==> src/rtl/adc_format_pkg.sv <==
// ADC sample format
// Word width, default channel count and the training word
`default_nettype none

package adc_format_pkg;

	// Bits per serial sample, MSB first on the wire
	localparam int WORD_BITS = 12;

	// Channels carried by one ADC segment
	localparam int DEF_CHANNELS = 8;

	typedef logic [WORD_BITS-1:0] sample_t;

	// Training word sent by the ADC during alignment
	localparam sample_t TRAIN_PATTERN = 12'h463;

endpackage

`default_nettype wire

==> src/rtl/align_pkg.sv <==
// Lane alignment definitions
// FSM state type and the timing constants of the alignment sequence
`default_nettype none

package align_pkg;

	typedef enum logic [2:0] {
		RESET,
		SETTLE,
		CHECK,
		SLIP,
		ALIGNED
	} align_state_t;

	// Words dropped after a reset or a slip
	localparam int SETTLE_WORDS = 2;

	// Back-to-back training words before the lane counts as aligned
	localparam int MATCH_COUNT = 4;

	// Length of the lane reset pulse in clocks
	localparam int RESET_STRETCH = 4;

endpackage

`default_nettype wire

==> src/rtl/lane_status_if.sv <==
// Lane status bundle
// Carries one lane's sample words and alignment status to the collector
`timescale 1ns/1ps
`default_nettype none

interface lane_status_if #(
	parameter int CHANNELS = adc_format_pkg::DEF_CHANNELS
);
	import adc_format_pkg::*;

	// Channel 0 in the lowest word
	sample_t [CHANNELS-1:0] samples;
	// One-cycle strobe, no handshake
	logic sample_valid;
	logic aligned;
	logic restart;

	modport lane (
		output samples,
		output sample_valid,
		output aligned,
		output restart
	);

	modport collector (
		input samples,
		input sample_valid,
		input aligned,
		input restart
	);

endinterface

`default_nettype wire

==> src/rtl/resync_ctrl.sv <==
// Resync controller
// Turns system reset and resync edges into a stretched lane reset
`timescale 1ns/1ps
`default_nettype none

module resync_ctrl (
	input  logic CLK20,
	input  logic SYS_RST,
	input  logic resync,
	output logic lane_rst
);
	import align_pkg::*;

	localparam int CNT_W = $clog2(RESET_STRETCH + 1);

	logic             resync_q;
	logic             resync_rise;
	logic [CNT_W-1:0] stretch_cnt;

	// Rising edge of the request, acted on at the next clock
	assign resync_rise = resync & ~resync_q;

	always_ff @(posedge CLK20 or posedge SYS_RST) begin
		if (SYS_RST) begin
			resync_q <= 1'b0;
		end else begin
			resync_q <= resync;
		end
	end

	// Counter reloads on every request, so back-to-back requests extend the pulse
	always_ff @(posedge CLK20 or posedge SYS_RST) begin
		if (SYS_RST) begin
			stretch_cnt <= CNT_W'(RESET_STRETCH);
		end else if (resync_rise) begin
			stretch_cnt <= CNT_W'(RESET_STRETCH);
		end else if (stretch_cnt != '0) begin
			stretch_cnt <= stretch_cnt - 1'b1;
		end
	end

	assign lane_rst = (stretch_cnt != '0);

endmodule

`default_nettype wire

==> src/rtl/channel_deser.sv <==
// Channel deserializer
// Shifts one serial bit per clock and frames 12-bit words, with bit slip
`timescale 1ns/1ps
`default_nettype none

module channel_deser (
	input  logic                    CLK20,
	input  logic                    SYS_RST,
	input  logic                    lane_rst,
	input  logic                    serial_bit,
	input  logic                    bit_slip,
	output adc_format_pkg::sample_t word,
	output logic                    word_valid
);
	import adc_format_pkg::*;

	localparam int CNT_W = $clog2(WORD_BITS);

	sample_t          shift_reg;
	sample_t          shift_next;
	logic [CNT_W-1:0] frame_cnt;
	logic             frame_wrap;

	// MSB arrives first, so new bits enter at the bottom
	assign shift_next = {shift_reg[WORD_BITS-2:0], serial_bit};
	assign frame_wrap = (frame_cnt == CNT_W'(WORD_BITS - 1)) && !bit_slip;

	always_ff @(posedge CLK20) begin
		shift_reg <= shift_next;
		if (frame_wrap) begin
			word <= shift_next;
		end
	end

	//////////////////////////////////////////////////
	// Frame counter
	//////////////////////////////////////////////////

	// A slip holds the count for one clock and pushes the boundary one bit later
	always_ff @(posedge CLK20 or posedge SYS_RST) begin
		if (SYS_RST) begin
			frame_cnt  <= '0;
			word_valid <= 1'b0;
		end else if (lane_rst) begin
			frame_cnt  <= '0;
			word_valid <= 1'b0;
		end else begin
			word_valid <= frame_wrap;
			if (bit_slip) begin
				frame_cnt <= frame_cnt;
			end else if (frame_wrap) begin
				frame_cnt <= '0;
			end else begin
				frame_cnt <= frame_cnt + 1'b1;
			end
		end
	end

endmodule

`default_nettype wire

==> src/rtl/lane_align_fsm.sv <==
// Lane alignment FSM
// Slips the word boundary until channel 0 carries the training word
`timescale 1ns/1ps
`default_nettype none

module lane_align_fsm (
	input  logic                    CLK20,
	input  logic                    SYS_RST,
	input  logic                    lane_rst,
	input  adc_format_pkg::sample_t word,
	input  logic                    word_valid,
	output logic                    bit_slip,
	output logic                    aligned,
	output logic                    restart
);
	import adc_format_pkg::*;
	import align_pkg::*;

	localparam int SET_W   = $clog2(SETTLE_WORDS + 1);
	localparam int MATCH_W = $clog2(MATCH_COUNT + 1);

	align_state_t       state;
	logic [SET_W-1:0]   settle_cnt;
	logic [MATCH_W-1:0] match_cnt;
	logic               word_match;

	assign word_match = (word == TRAIN_PATTERN);

	always_ff @(posedge CLK20 or posedge SYS_RST) begin
		if (SYS_RST) begin
			state      <= RESET;
			settle_cnt <= '0;
			match_cnt  <= '0;
			restart    <= 1'b0;
		end else if (lane_rst) begin
			state      <= RESET;
			settle_cnt <= '0;
			match_cnt  <= '0;
			restart    <= 1'b0;
		end else begin
			restart <= 1'b0;
			case (state)
				RESET: begin
					settle_cnt <= '0;
					match_cnt  <= '0;
					state      <= SETTLE;
				end
				// Drop the words framed around a boundary change
				SETTLE: begin
					if (word_valid) begin
						if (settle_cnt == SET_W'(SETTLE_WORDS - 1)) begin
							settle_cnt <= '0;
							state      <= CHECK;
						end else begin
							settle_cnt <= settle_cnt + 1'b1;
						end
					end
				end
				CHECK: begin
					if (word_valid && word_match) begin
						if (match_cnt == MATCH_W'(MATCH_COUNT - 1)) begin
							state   <= ALIGNED;
							restart <= 1'b1;
						end else begin
							match_cnt <= match_cnt + 1'b1;
						end
					end else if (word_valid) begin
						match_cnt <= '0;
						state     <= SLIP;
					end
				end
				SLIP:    state <= SETTLE;
				// Held until the next lane reset
				ALIGNED: state <= ALIGNED;
				default: state <= RESET;
			endcase
		end
	end

	assign bit_slip = (state == SLIP);
	assign aligned  = (state == ALIGNED);

endmodule

`default_nettype wire

==> src/rtl/adc_lane.sv <==
// ADC lane
// Deserializes every channel of one segment and aligns on channel 0
`timescale 1ns/1ps
`default_nettype none

module adc_lane #(
	parameter int CHANNELS = adc_format_pkg::DEF_CHANNELS
) (
	input  logic                CLK20,
	input  logic                SYS_RST,
	input  logic                lane_rst,
	input  logic [CHANNELS-1:0] serial_in,
	lane_status_if.lane         status
);
	import adc_format_pkg::*;

	sample_t [CHANNELS-1:0] ch_word;
	logic    [CHANNELS-1:0] ch_valid;
	logic                   lane_slip;
	logic                   lane_aligned;
	logic                   lane_restart;

	// One slip for the whole lane keeps every channel on the same boundary
	for (genvar ch = 0; ch < CHANNELS; ch++) begin : g_chan
		channel_deser i_deser (
			.CLK20      (CLK20),
			.SYS_RST    (SYS_RST),
			.lane_rst   (lane_rst),
			.serial_bit (serial_in[ch]),
			.bit_slip   (lane_slip),
			.word       (ch_word[ch]),
			.word_valid (ch_valid[ch])
		);
	end

	lane_align_fsm i_align (
		.CLK20      (CLK20),
		.SYS_RST    (SYS_RST),
		.lane_rst   (lane_rst),
		.word       (ch_word[0]),
		.word_valid (ch_valid[0]),
		.bit_slip   (lane_slip),
		.aligned    (lane_aligned),
		.restart    (lane_restart)
	);

	assign status.samples      = ch_word;
	assign status.sample_valid = &ch_valid;
	assign status.aligned      = lane_aligned;
	assign status.restart      = lane_restart;

endmodule

`default_nettype wire

==> src/rtl/daq_collector.sv <==
// DAQ collector
// Registers all lane samples into flat outputs and merges lane status
`timescale 1ns/1ps
`default_nettype none

module daq_collector #(
	parameter int NUM_LANES = 4,
	parameter int CHANNELS  = adc_format_pkg::DEF_CHANNELS
) (
	input  logic                  CLK20,
	input  logic                  SYS_RST,
	lane_status_if.collector      lanes [NUM_LANES],
	output logic [NUM_LANES*CHANNELS*adc_format_pkg::WORD_BITS-1:0] samples,
	output logic [NUM_LANES-1:0]  sample_valid,
	output logic [NUM_LANES-1:0]  restart,
	output logic                  aligned,
	output logic                  align_good
);
	import adc_format_pkg::*;

	localparam int LANE_W = CHANNELS * WORD_BITS;

	wire [LANE_W-1:0]    lane_words [NUM_LANES];
	wire [NUM_LANES-1:0] lane_valid;
	wire [NUM_LANES-1:0] lane_aligned;
	wire [NUM_LANES-1:0] lane_restart;

	for (genvar l = 0; l < NUM_LANES; l++) begin : g_lane
		assign lane_words[l]   = lanes[l].samples;
		assign lane_valid[l]   = lanes[l].sample_valid;
		assign lane_aligned[l] = lanes[l].aligned;
		assign lane_restart[l] = lanes[l].restart;
	end

	// Lane 0 lowest, channel 0 lowest within a lane
	always_ff @(posedge CLK20) begin
		for (int l = 0; l < NUM_LANES; l++) begin
			if (lane_valid[l]) begin
				samples[l*LANE_W +: LANE_W] <= lane_words[l];
			end
		end
	end

	always_ff @(posedge CLK20 or posedge SYS_RST) begin
		if (SYS_RST) begin
			sample_valid <= '0;
			restart      <= '0;
			aligned      <= 1'b0;
			align_good   <= 1'b0;
		end else begin
			sample_valid <= lane_valid;
			restart      <= lane_restart;
			aligned      <= &lane_aligned;
			// Training check on lane 0 channel 0
			if (lane_valid[0]) begin
				align_good <= (lane_words[0][WORD_BITS-1:0] == TRAIN_PATTERN);
			end
		end
	end

endmodule

`default_nettype wire

==> src/rtl/adc_deser_top.sv <==
// Serial ADC capture front end
// Resync control, one deserializing lane per ADC segment and the collector
`timescale 1ns/1ps
`default_nettype none

module adc_deser_top #(
	parameter int NUM_LANES = 4,
	parameter int CHANNELS  = adc_format_pkg::DEF_CHANNELS
) (
	input  logic                           CLK20,
	input  logic                           SYS_RST,
	input  logic                           resync,
	input  logic [NUM_LANES*CHANNELS-1:0]  serial_in,
	output logic [NUM_LANES*CHANNELS*adc_format_pkg::WORD_BITS-1:0] samples,
	output logic [NUM_LANES-1:0]           sample_valid,
	output logic [NUM_LANES-1:0]           restart,
	output logic                           aligned,
	output logic                           align_good
);

	logic lane_rst;

	lane_status_if #(.CHANNELS(CHANNELS)) lane_bus [NUM_LANES] ();

	resync_ctrl i_resync (
		.CLK20    (CLK20),
		.SYS_RST  (SYS_RST),
		.resync   (resync),
		.lane_rst (lane_rst)
	);

	//////////////////////////////////////////////////
	// ADC lanes
	//////////////////////////////////////////////////

	for (genvar l = 0; l < NUM_LANES; l++) begin : g_lane
		adc_lane #(
			.CHANNELS (CHANNELS)
		) i_lane (
			.CLK20     (CLK20),
			.SYS_RST   (SYS_RST),
			.lane_rst  (lane_rst),
			.serial_in (serial_in[l*CHANNELS +: CHANNELS]),
			.status    (lane_bus[l])
		);
	end

	daq_collector #(
		.NUM_LANES (NUM_LANES),
		.CHANNELS  (CHANNELS)
	) i_collector (
		.CLK20        (CLK20),
		.SYS_RST      (SYS_RST),
		.lanes        (lane_bus),
		.samples      (samples),
		.sample_valid (sample_valid),
		.restart      (restart),
		.aligned      (aligned),
		.align_good   (align_good)
	);

endmodule

`default_nettype wire

==> config.mk <==
export PLATFORM = sky130hd
export DESIGN_NAME = adc_deser_top
export DESIGN_NICKNAME = d
export VERILOG_FILES = /design/src/rtl/adc_format_pkg.sv /design/src/rtl/align_pkg.sv /design/src/rtl/lane_status_if.sv /design/src/rtl/resync_ctrl.sv /design/src/rtl/channel_deser.sv /design/src/rtl/lane_align_fsm.sv /design/src/rtl/adc_lane.sv /design/src/rtl/daq_collector.sv /design/src/rtl/adc_deser_top.sv
export SDC_FILE = /design/constraint.sdc
export NUM_CORES = 1
export LEC_CHECK = 0
export ABC_AREA = 1
export ABC_CLOCK_PERIOD_IN_PS = 19300
export BUFFER_PORTS_ARGS = -buffer_cell sky130_fd_sc_hd__buf_4
export CAP_MARGIN = 5
export CELL_PAD_IN_SITES_DETAIL_PLACEMENT = 1
export CELL_PAD_IN_SITES_GLOBAL_PLACEMENT = 1
export CORE_ASPECT_RATIO = 1.5
export CORE_MARGIN = 4
export CORE_UTILIZATION = 53
export CTS_CLUSTER_SIZE = 28
export DETAILED_ROUTE_END_ITERATION = 6
export PLACE_DENSITY_LB_ADDON = 0.25
export SLEW_MARGIN = 30
export SYNTH_ARGS = -nofsm -noshare
export SYNTH_HDL_FRONTEND = slang
export SYNTH_SLANG_ARGS = --single-unit
==> constraint.sdc <==
create_clock -name CLK20 -period 19.3 [get_ports CLK20]
set_clock_uncertainty 0.1 [all_clocks]
set_input_delay 2.895 -clock CLK20 [delete_from_list [all_inputs] [get_ports CLK20]]
set_output_delay 2.895 -clock CLK20 [all_outputs]
set_load 0.005 [all_outputs]
**Yosys cells after proc, flatten, opt, wreduce, memory -nomap -nowiden**

Cells that the tools add are included.

- Word-level logic and storage cells: 566
- Bits in registers: 1,330

- Bitwise operators: 2
- Eq/ne operators: 84
- Reductions and logical operators: 75
- $add $sub $neg: 41
- Muxes and demuxes: 210

Operators with widths:

| operator | number |
|---|---|
| 4-bit 2-to-1 mux | 96 |
| 4-bit by 1-bit adder with 4-bit output (second input constant) | 32 |
| 4-bit equality test (second input constant) | 32 |
| 3-bit 2-to-1 mux | 42 |
| 12-bit by 11-bit equality test with 1-bit output (second input constant) | 4 |
| 1-bit 2-to-1 mux | 48 |
| 3-bit one-hot mux with 4 select lines | 4 |
| 3-bit by 2-bit equality test with 1-bit output (second input constant) | 12 |
| 1-bit logical AND | 36 |
| 8-bit AND reduction | 4 |
| 3-bit nonzero test | 9 |
| 2-bit 2-to-1 mux | 12 |
| 4-bit != test (second input constant) | 6 |
| 3-bit one-hot mux with 2 select lines | 4 |
| 4-bit by 3-bit != test with 1-bit output (second input constant) | 5 |
| 4-bit AND reduction | 5 |
| 2-bit one-hot mux with 2 select lines | 4 |
| 3-bit by 1-bit adder with 3-bit output (second input constant) | 4 |
| 3-bit by 1-bit equality test with 1-bit output (second input constant) | 4 |
| 3-bit equality test (second input constant) | 4 |
| 3-bit logical NOT | 4 |
| 3-bit by 2-bit != test with 1-bit output (second input constant) | 4 |
| 3-bit AND reduction | 4 |
| 3-bit != test (second input constant) | 3 |
| 12 further kinds | 30 |

**Depth between registers and ports, before layout**

Gate-level depths: netlist (run 1).

- Word-level depth: 6
- Depth in mapped cells: 11
- Mapped depth without buffers: 11

**Cells and area by module**

From an unflattened synthesis (run 1), not the netlist that was laid out.

- Cells, all modules: 2,783
- Area total of the unflattened synthesis: 42,329.3 µm²

Modules (own cells, without submodules):

| module | cells each | area each (µm²) | instances |
|---|---|---|---|
| channel_deser | 59 | 854.6 | 32 |
| daq_collector | 415 | 11,866.4 | 1 |
| lane_align_fsm (g_lane[2].i_lane.i_align ...) | 103 | 655.6 | 2 |
| lane_align_fsm (g_lane[1].i_lane.i_align) | 100 | 749.5 | 1 |
| lane_align_fsm (g_lane[0].i_lane.i_align) | 105 | 683.2 | 1 |
| resync_ctrl | 25 | 207.7 | 1 |
| adc_lane | 11 | 41.3 | 4 |

**Least setup slack after synthesis (run 1)**

Ideal clock, no wire load.

- Path kind: register -> register
- Start: reg g_lane[0].i_lane.g_chan[0].i_deser.word_valid
- End: reg i_collector.align_good
- Arrival: 5.232 ns
- Data required time: 19.115 ns
- Slack: 13.883 ns
- Stages on the path, launching flop included: 4
- Setup time: 0.085 ns
- Path through: dfrtp_1 > nand4_1 > nor2_1 > mux2_2

- Word-level cells in the longest chain between the ends: 1

RTL lines:

| element | RTL line | source |
|---|---|---|
| start, declared | channel_deser.sv:13 | `output logic word_valid` |
| start signal, assigned | channel_deser.sv:48 | `word_valid <= frame_wrap;` |
| 8-bit AND reduction | adc_lane.sv:48 | `assign status.sample_valid = &ch_valid;` |
| named net g_lane[0].i_lane.status.sample_valid | lane_status_if.sv:20 | `output sample_valid,` |
| end signal, assigned | daq_collector.sv:56 | `align_good <= (lane_words[0][WORD_BITS-1:0] == TRAIN_PATTERN);` |
| end, declared | daq_collector.sv:17 | `output logic align_good` |

The timed path passes the listed nets, and every way through them passes these cells.
A chain may end at the register's enable or synchronous reset.

**Worst setup path after layout (run 1)**

- Start: reg i_collector.samples[364] (netlist name)
- End: out samples[364] (netlist name)

RTL lines:

| element | RTL line | source |
|---|---|---|
| start, declared | daq_collector.sv:13 | `output logic [NUM_LANES*CHANNELS*adc_format_pkg::WORD_BITS-1:0] samples,` |
| start signal, assigned by index | daq_collector.sv:39 | `samples[l*LANE_W +: LANE_W] <= lane_words[l];` |
| end, declared | adc_deser_top.sv:14 | `output logic [NUM_LANES*CHANNELS*adc_format_pkg::WORD_BITS-1:0] samples,` |

No word-level cell between the ends.

==> results of run 1 <==
## metrics by stage
stage          hold slack [ps]  total power, W  setup WS (ps)
5_1_grt                    255         0.00595          14980
3_3_place_gp               227         0.00346          14450
3_5_place_dp               234         0.00351          14370
4_1_cts                    249         0.00578          14970
6_report                   245         0.00571          15020
2_1_floorplan              227         0.00341          10570
## per-layer routing
metal  track usage (%)  routed length [um]  up-vias
li1                  -                   -     9398
met3              6.43                6270      124
met1              25.0               31800    10500
met2              39.6               48000      503
met5                 0                  13        -
met4              5.49                1740        2
## placed cells by master (no fill, tap or decap), types with 19 or more instances in the layout
| cell type | instances |
|---|---|
| dfrtp_1 | 209 |
| a21oi_1 | 57 |
| xor2_1 | 32 |
| dfxtp_1 | 352 |
| clkbuf_16 | 114 |
| nor2_1 | 82 |
| edfxtp_1 | 768 |
| clkinv_2 | 19 |
| inv_1 | 202 |
| nand3_1 | 138 |
| nand2_1 | 252 |
| mux2i_1 | 22 |
| nor3_1 | 46 |
| o22ai_1 | 22 |
| clkbuf_1 | 22 |
| nand4_1 | 25 |
| ha_1 | 42 |
| buf_4 | 433 |
## worst min-delay path by stage
stage / slack (ps) / endpoint / start / cells after the start
2_1_floorplan: 230 / g_lane[0].i_lane.g_chan[0].i_deser.shift_reg[10]$_DFF_P_ / g_lane[0].i_lane.g_chan[0].i_deser.shift_reg[9]$_DFF_P_ / 0
3_3_place_gp: 230 / g_lane[2].i_lane.g_chan[2].i_deser.shift_reg[6]$_DFF_P_ / g_lane[2].i_lane.g_chan[2].i_deser.shift_reg[5]$_DFF_P_ / 0
3_5_place_dp: 230 / g_lane[3].i_lane.g_chan[5].i_deser.shift_reg[1]$_DFF_P_ / g_lane[3].i_lane.g_chan[5].i_deser.shift_reg[0]$_DFF_P_ / 0
4_1_cts: 250 / g_lane[2].i_lane.g_chan[0].i_deser.shift_reg[6]$_DFF_P_ / g_lane[2].i_lane.g_chan[0].i_deser.shift_reg[5]$_DFF_P_ / 0
5_1_grt: 250 / g_lane[2].i_lane.g_chan[2].i_deser.shift_reg[5]$_DFF_P_ / g_lane[2].i_lane.g_chan[2].i_deser.shift_reg[4]$_DFF_P_ / 0
6_report: 240 / g_lane[2].i_lane.g_chan[0].i_deser.shift_reg[6]$_DFF_P_ / g_lane[2].i_lane.g_chan[0].i_deser.shift_reg[5]$_DFF_P_ / 0
## layout make-up
class / instances / share of cell area, %
Clock inverter: 60 / 1.21
Inverter: 211 / 1.65
Clock buffer: 150 / 6.39
Sequential cell: 1330 / 72.2
Tap cell: 1008 / 2.57
Timing Repair Buffer: 438 / 6.85
Multi-Input combinational cell: 807 / 9.14
## power breakdown
group | switching (W) | internal [W]
combinational | 0.000202 | 0.0000877
sequential | 0.0000810 | 0.00308
clock | 0.000987 | 0.00127
## kinds of logic (layout without fill, tap and decap cells)
family / count (synthesis) / count (layout) / share of synthesized area [%]
mux: 23 / 23 / 0.568
fa+ha+maj: 42 / 42 / 1.29
buf+inv: 245 / 859 / 2.45
xor+xnor: 32 / 32 / 0.687
compound gates: 134 / 134 / 2.03
simple gates: 576 / 576 / 6.26
flops: 1330 / 1330 / 86.7
==> results.json, run 1 <==
{
  "maxCapViolations": 0,
  "p_leak_nw": 19.1,
  "clock_path_buffers": 3,
  "dpl-instance-area_sq_um": 45200,
  "dp_hpwl_um": 56600,
  "synth_area_leader_cell": "edfxtp_1",
  "worst_slew_pin_slew_ps": 929,
  "avgSynthCellArea_sq_um": 17.1,
  "rr_worst_depth": 8,
  "syn_nets": 2459,
  "area_delta_synth_final_pct": 20.1,
  "gp_congestion": 0.776,
  "crit_fanout": 1,
  "status": "completed",
  "irDropWorstVdd_v": 0.0000954,
  "grtUsageTotal_pct": 21.7,
  "firstDrtPassIters": 5,
  "fillers": 6750,
  "chipHeight_um": 348,
  "antenna_found_initial": 1,
  "cpMaxStageDelayCell": "edfxtp_1",
  "synthArstFlopShare_pct": 15.8,
  "hold_path_class": "flip-flop to flip-flop",
  "post-cts-setup-buffers": 0,
  "critical_path_depth": 1,
  "ff_latch_area_sq_um": 35400,
  "rows": 124,
  "core_sq_um": 76300,
  "synth.most_common_cell": "edfxtp_1",
  "critPathLaunchType": "flip-flop",
  "overflow": 0,
  "slew_viol_final": 0,
  "synth_cells": 2382,
  "ys_ff_latch": 1330,
  "drt_iter0_markers": 1183,
  "worstSetupPathType": "flip-flop to output pin",
  "post-route-period-util_pct": 22.2,
  "cts-root-buf": "clkbuf_16",
  "yosys-top-cells-count": "768 x edfxtp_1, 352 x dfxtp_1, 252 x nand2_1, 209 x dfrtp_1, 203 x inv_1",
  "instances_no_fill": 4004,
  "crit_path_end": "samples[364]",
  "ant_nets": 0,
  "fin_crit_ps": 4280,
  "avgRoutedWirePerCell_um": 21.9,
  "finalSetupTns_ps": 0,
  "synth_edf_count": 768,
  "grt_setup_unrepaired": "false",
  "p_per_area_nw_per_um2": 117,
  "reg2reg_from": "i_resync.stretch_cnt[0]$_DFFE_PP0P_",
  "final_core_util_pct": 64.2,
  "ys_types": 39,
  "numPortBuffers": 428,
  "io_pins": 429,
  "cts_buffers": 110,
  "clock_sink_count": 1330,
  "syn-cell-area_sq_um": 40800,
  "grt_max_degree": 133,
  "max_freq_mhz": 234,
  "crit_chain": "buf_4",
  "end_kind": "output pin",
  "setup_viol": 0,
  "hold_buffers": 0,
  "htree_levels": 3,
  "fp.dieArea_sq_um": 81500,
  "die_w_um": 234,
  "clk_latency_ps": 670,
  "synth_area_leaders": "edfxtp_1 57%, dfxtp_1 17%, dfrtp_1 13%",
  "initial_core_util_pct": 53.4,
  "cts_tree": "yes",
  "slowest_delay_ps": 450,
  "clk_pin_slew_worst_paths_ps": 70,
  "arrival_ps": 1280,
  "antenna_cells": 0,
  "vias": 20500,
  "yosysWarnings": 0,
  "route.detailed.drc": 0,
  "nets": 2975,
  "hold_violations": 0,
  "multi_input_area_sq_um": 4480,
  "required_ps": 16310,
  "critPathBufInv": 1,
  "crit_start": "i_collector.samples[364]$_DFFE_PP_",
  "synth_top_flop_cell": "edfxtp_1",
  "ys_seq_area_share_pct": 86.7,
  "ff2ff_setup_slack_ps": 15890,
  "drive_gt1_share_pct": 21.8,
  "totalWireLength_um": 87800,
  "avgViaCountPerCell": 5.12,
  "grt_first_pass_wirelength_um": 136000,
  "rr_endpoint": "g_lane[3].i_lane.g_chan[7].i_deser.frame_cnt[2]$_DFFE_PP0P_",
  "grt_pass1_vias": 23000,
  "cts-resized-gates": 0,
  "synth_top_area_share_pct": 56.6,
  "relSlewSlack_pct": 38.0,
  "design_area_sq_um": 49000,
  "crit_family": "flip-flops",
  "dp_cells": 3794
}
Note: power is estimated with default switching activity, not from simulation.
==> run 2, diff against run 1 <==
- ABC_AREA: 1 -> 0
- ABC_CLOCK_PERIOD_IN_PS: 19300 -> 3580
- CORE_UTILIZATION: 53 -> 44
- clock period: 19.3 -> 3.58 ns (I/O delays scaled with it)
==> run 2 against run 1 <==
Clock power grew to 5.5 times the previous value. Critical endpoint is now g_lane[3].i_lane.g_chan[2].i_deser.frame_cnt[3]$_DFFE_PP0P_. Global-route usage shrank 5.4 points. Critical path type is now flip-flop to flip-flop. Combinational power grew to 4.0 times the previous value. Critical path depth grew 4.
==> results.json, run 2 <==
{
  "antenna_found_initial": 1,
  "antenna_cells": 0,
  "synth_edf_count": 768,
  "drt_iter0_markers": 830,
  "design_area_sq_um": 49600,
  "rr_endpoint": "g_lane[3].i_lane.g_chan[2].i_deser.frame_cnt[3]$_DFFE_PP0P_",
  "ys_ff_latch": 1330,
  "fillers": 8347,
  "clk_pin_slew_worst_paths_ps": 70,
  "clock_sink_count": 1330,
  "cts_buffers": 112,
  "avgViaCountPerCell": 4.88,
  "initial_core_util_pct": 44.3,
  "max_freq_mhz": 410,
  "grt_pass1_vias": 22100,
  "core_sq_um": 91500,
  "grt_setup_unrepaired": "false",
  "p_per_area_nw_per_um2": 616,
  "syn-cell-area_sq_um": 40600,
  "nets": 2896,
  "instances_no_fill": 4088,
  "irDropWorstVdd_v": 0.000557,
  "dp_hpwl_um": 52500,
  "whs_endpoint": "g_lane[3].i_lane.g_chan[5].i_deser.shift_reg[7]$_DFF_P_",
  "gp_congestion": 0.741,
  "critPathLaunchType": "flip-flop",
  "holdCritStartpoint": "g_lane[3].i_lane.g_chan[5].i_deser.shift_reg[6]$_DFF_P_",
  "yosysWarnings": 0,
  "area_delta_synth_final_pct": 22.2,
  "drive_gt1_share_pct": 23.7,
  "overflow": 0,
  "ys_types": 55,
  "synthArstFlopShare_pct": 15.8,
  "finalSetupTns_ps": 0,
  "p_sw_share_pct": 21.4,
  "numPortBuffers": 428,
  "yosys-top-cells-count": "768 x edfxtp_1, 352 x dfxtp_1, 209 x dfrtp_1, 207 x nand2_1, 142 x a21oi_1",
  "min_path_cells": 0,
  "post-route-period-util_pct": 68.1,
  "rr_worst_depth": 5,
  "reg2reg_from": "g_lane[3].i_lane.i_align.state[2]$_DFFE_PP0P_",
  "relSlewSlack_pct": 37.8,
  "intPower_w": 0.0240,
  "route.detailed.drc": 0,
  "p_sw_w": 0.00655,
  "dp_cells": 3843,
  "rows": 136,
  "grt_first_pass_wirelength_um": 126000,
  "seq_power_share_pct": 55.4,
  "die_w_um": 256,
  "arrival_ps": 2890,
  "firstDrtPassIters": 4,
  "critPathBufInv": 1,
  "hold_violations": 0,
  "dpl-instance-area_sq_um": 45300,
  "required_ps": 4030,
  "status": "completed",
  "clk_latency_ps": 700,
  "cts_tree": "yes",
  "p_leak_nw": 18.7,
  "ys_seq_area_share_pct": 87.2,
  "fp.dieArea_sq_um": 97200,
  "avgSynthCellArea_sq_um": 17.9,
  "hold_path_class": "flip-flop to flip-flop",
  "p_clk_share_pct": 40.8,
  "end_kind": "flip-flop",
  "comb_power_share_pct": 3.8,
  "vias": 20000,
  "synth_area_leader_cell": "edfxtp_1",
  "htree_levels": 3,
  "synth_top_area_share_pct": 56.9,
  "crit_family": "simple AND/OR/NAND/NOR gates",
  "fin_crit_ps": 2440,
  "final_common_cell": "edfxtp_1",
  "cpMaxStageDelayCell": "and3b_1",
  "most-common-layout-cells": "768 x edfxtp_1, 452 x buf_4, 352 x dfxtp_1",
  "chipHeight_um": 380,
  "cts-root-buf": "clkbuf_16",
  "grtUsageTotal_pct": 16.4,
  "grt_max_degree": 98,
  "slowest_delay_ps": 870,
  "worst_slew_pin_slew_ps": 933,
  "totalWireLength_um": 79500,
  "synth_area_leaders": "edfxtp_1 57%, dfxtp_1 17%, dfrtp_1 13%",
  "setup_viol": 0,
  "io_pins": 429,
  "synth_top_flop_cell": "edfxtp_1",
  "synth.most_common_cell": "edfxtp_1",
  "ff2ff_setup_slack_ps": 1140,
  "avgRoutedWirePerCell_um": 19.4,
  "syn_nets": 2346,
  "crit_chain": "and3b_1, buf_4, nor3_1, o21ai_0, a21oi_1",
  "synth_cells": 2269,
  "crit_fanout": 22,
  "slew_viol_final": 0,
  "worstSetupPathType": "flip-flop to flip-flop",
  "clock_path_buffers": 3,
  "maxCapViolations": 0,
  "ant_nets": 0
}
## run 2: area by class of cell
class                   count  area, sq um  area share, %
clock buffers             145         3000           6.05
clock inverters            65          818           1.65
inverters                  14         56.3          0.114
multi-input cells         868         5000           10.1
flip-flops and latches   1330        35400           71.3
well taps                1173         1470           2.96
repair buffers            493         3880           7.83
## run 2: power groups by stage
stage | logic [W] | clock network (W) | registers [W]
floorplan | 0.000868 | 0 | 0.0171
global placement | 0.00106 | 0 | 0.0172
detailed placement | 0.00115 | 0 | 0.0173
CTS | 0.00119 | 0.0129 | 0.0169
global route | 0.00134 | 0.0135 | 0.0170
finish | 0.00116 | 0.0125 | 0.0169
## run 2: what timing repair did
| item | CTS | global route |
|---|---|---|
| hold endpoints to repair | 96 | 0 |
| resized for setup | 0 | 0 |
| buffers inserted | 0 | 0 |
| hold buffers | 34 | 0 |
## run 2: routing by layer
metal / wire length (um) / GRT usage (%) / vias to the layer above
li1: - / - / 9338
met1: 29300 / 17.8 / 10000
met2: 42600 / 30.0 / 444
met3: 5000 / 4.65 / 138
met4: 2550 / 6.51 / 0
met5: 0 / 0 / -
## run 2: through the flow
stage	util [%]	setup slack [ps]	hold WS [ps]	total power (W)
5_1_grt	54.2	989	256	0.0318
6_report	54.2	1140	244	0.0306
4_1_cts	54.0	1040	248	0.0310
3_5_place_dp	49.5	1040	235	0.0184
3_3_place_gp	49.5	1100	228	0.0183
2_1_floorplan	-	16.6	227	0.0180
## run 2: how the worst max path moves through the flow
| stage | start | endpoint | slack (ps) | cells after the start |
|---|---|---|---|---|
| after floorplan | g_lane[3].i_lane.g_chan[0].i_deser.word_valid$_DFF_PP0_ | i_collector.samples[288]$_DFFE_PP_ | 20 | 2 |
| after global placement | g_lane[1].i_lane.i_align.state[2]$_DFFE_PP0P_ | g_lane[1].i_lane.g_chan[7].i_deser.word[6]$_DFFE_PP_ | 1100 | 2 |
| after detailed placement | g_lane[2].i_lane.i_align.state[2]$_DFFE_PP0P_ | g_lane[2].i_lane.g_chan[1].i_deser.word[7]$_DFFE_PP_ | 1040 | 2 |
| after CTS | g_lane[2].i_lane.i_align.state[2]$_DFFE_PP0P_ | g_lane[2].i_lane.g_chan[1].i_deser.word[8]$_DFFE_PP_ | 1040 | 2 |
| after global routing | g_lane[3].i_lane.i_align.state[2]$_DFFE_PP0P_ | g_lane[3].i_lane.g_chan[2].i_deser.frame_cnt[3]$_DFFE_PP0P_ | 990 | 5 |
| final | g_lane[3].i_lane.i_align.state[2]$_DFFE_PP0P_ | g_lane[3].i_lane.g_chan[2].i_deser.frame_cnt[3]$_DFFE_PP0P_ | 1140 | 5 |
## run 2: cell families (layout without fill, tap and decap cells)
kind of cell,count (synthesis),count (layout),synth area share [%]
AO/OA/AOI/OAI,241,241,3.22
XOR/XNOR,2,2,0.0432
flip-flops,1330,1330,87.2
buffers and inverters,71,717,0.787
multiplexers,7,7,0.191
AND/OR/NAND/NOR,576,576,7.27
adder cells (fa/ha/maj),42,42,1.30
## run 2: worst reg2reg max path, cell delays in order, from the launching register on
cell     delay [ps]
dfrtp_1         480
and3b_1         870
buf_4           410
nor3_1          100
o21ai_0         230
a21oi_1          90
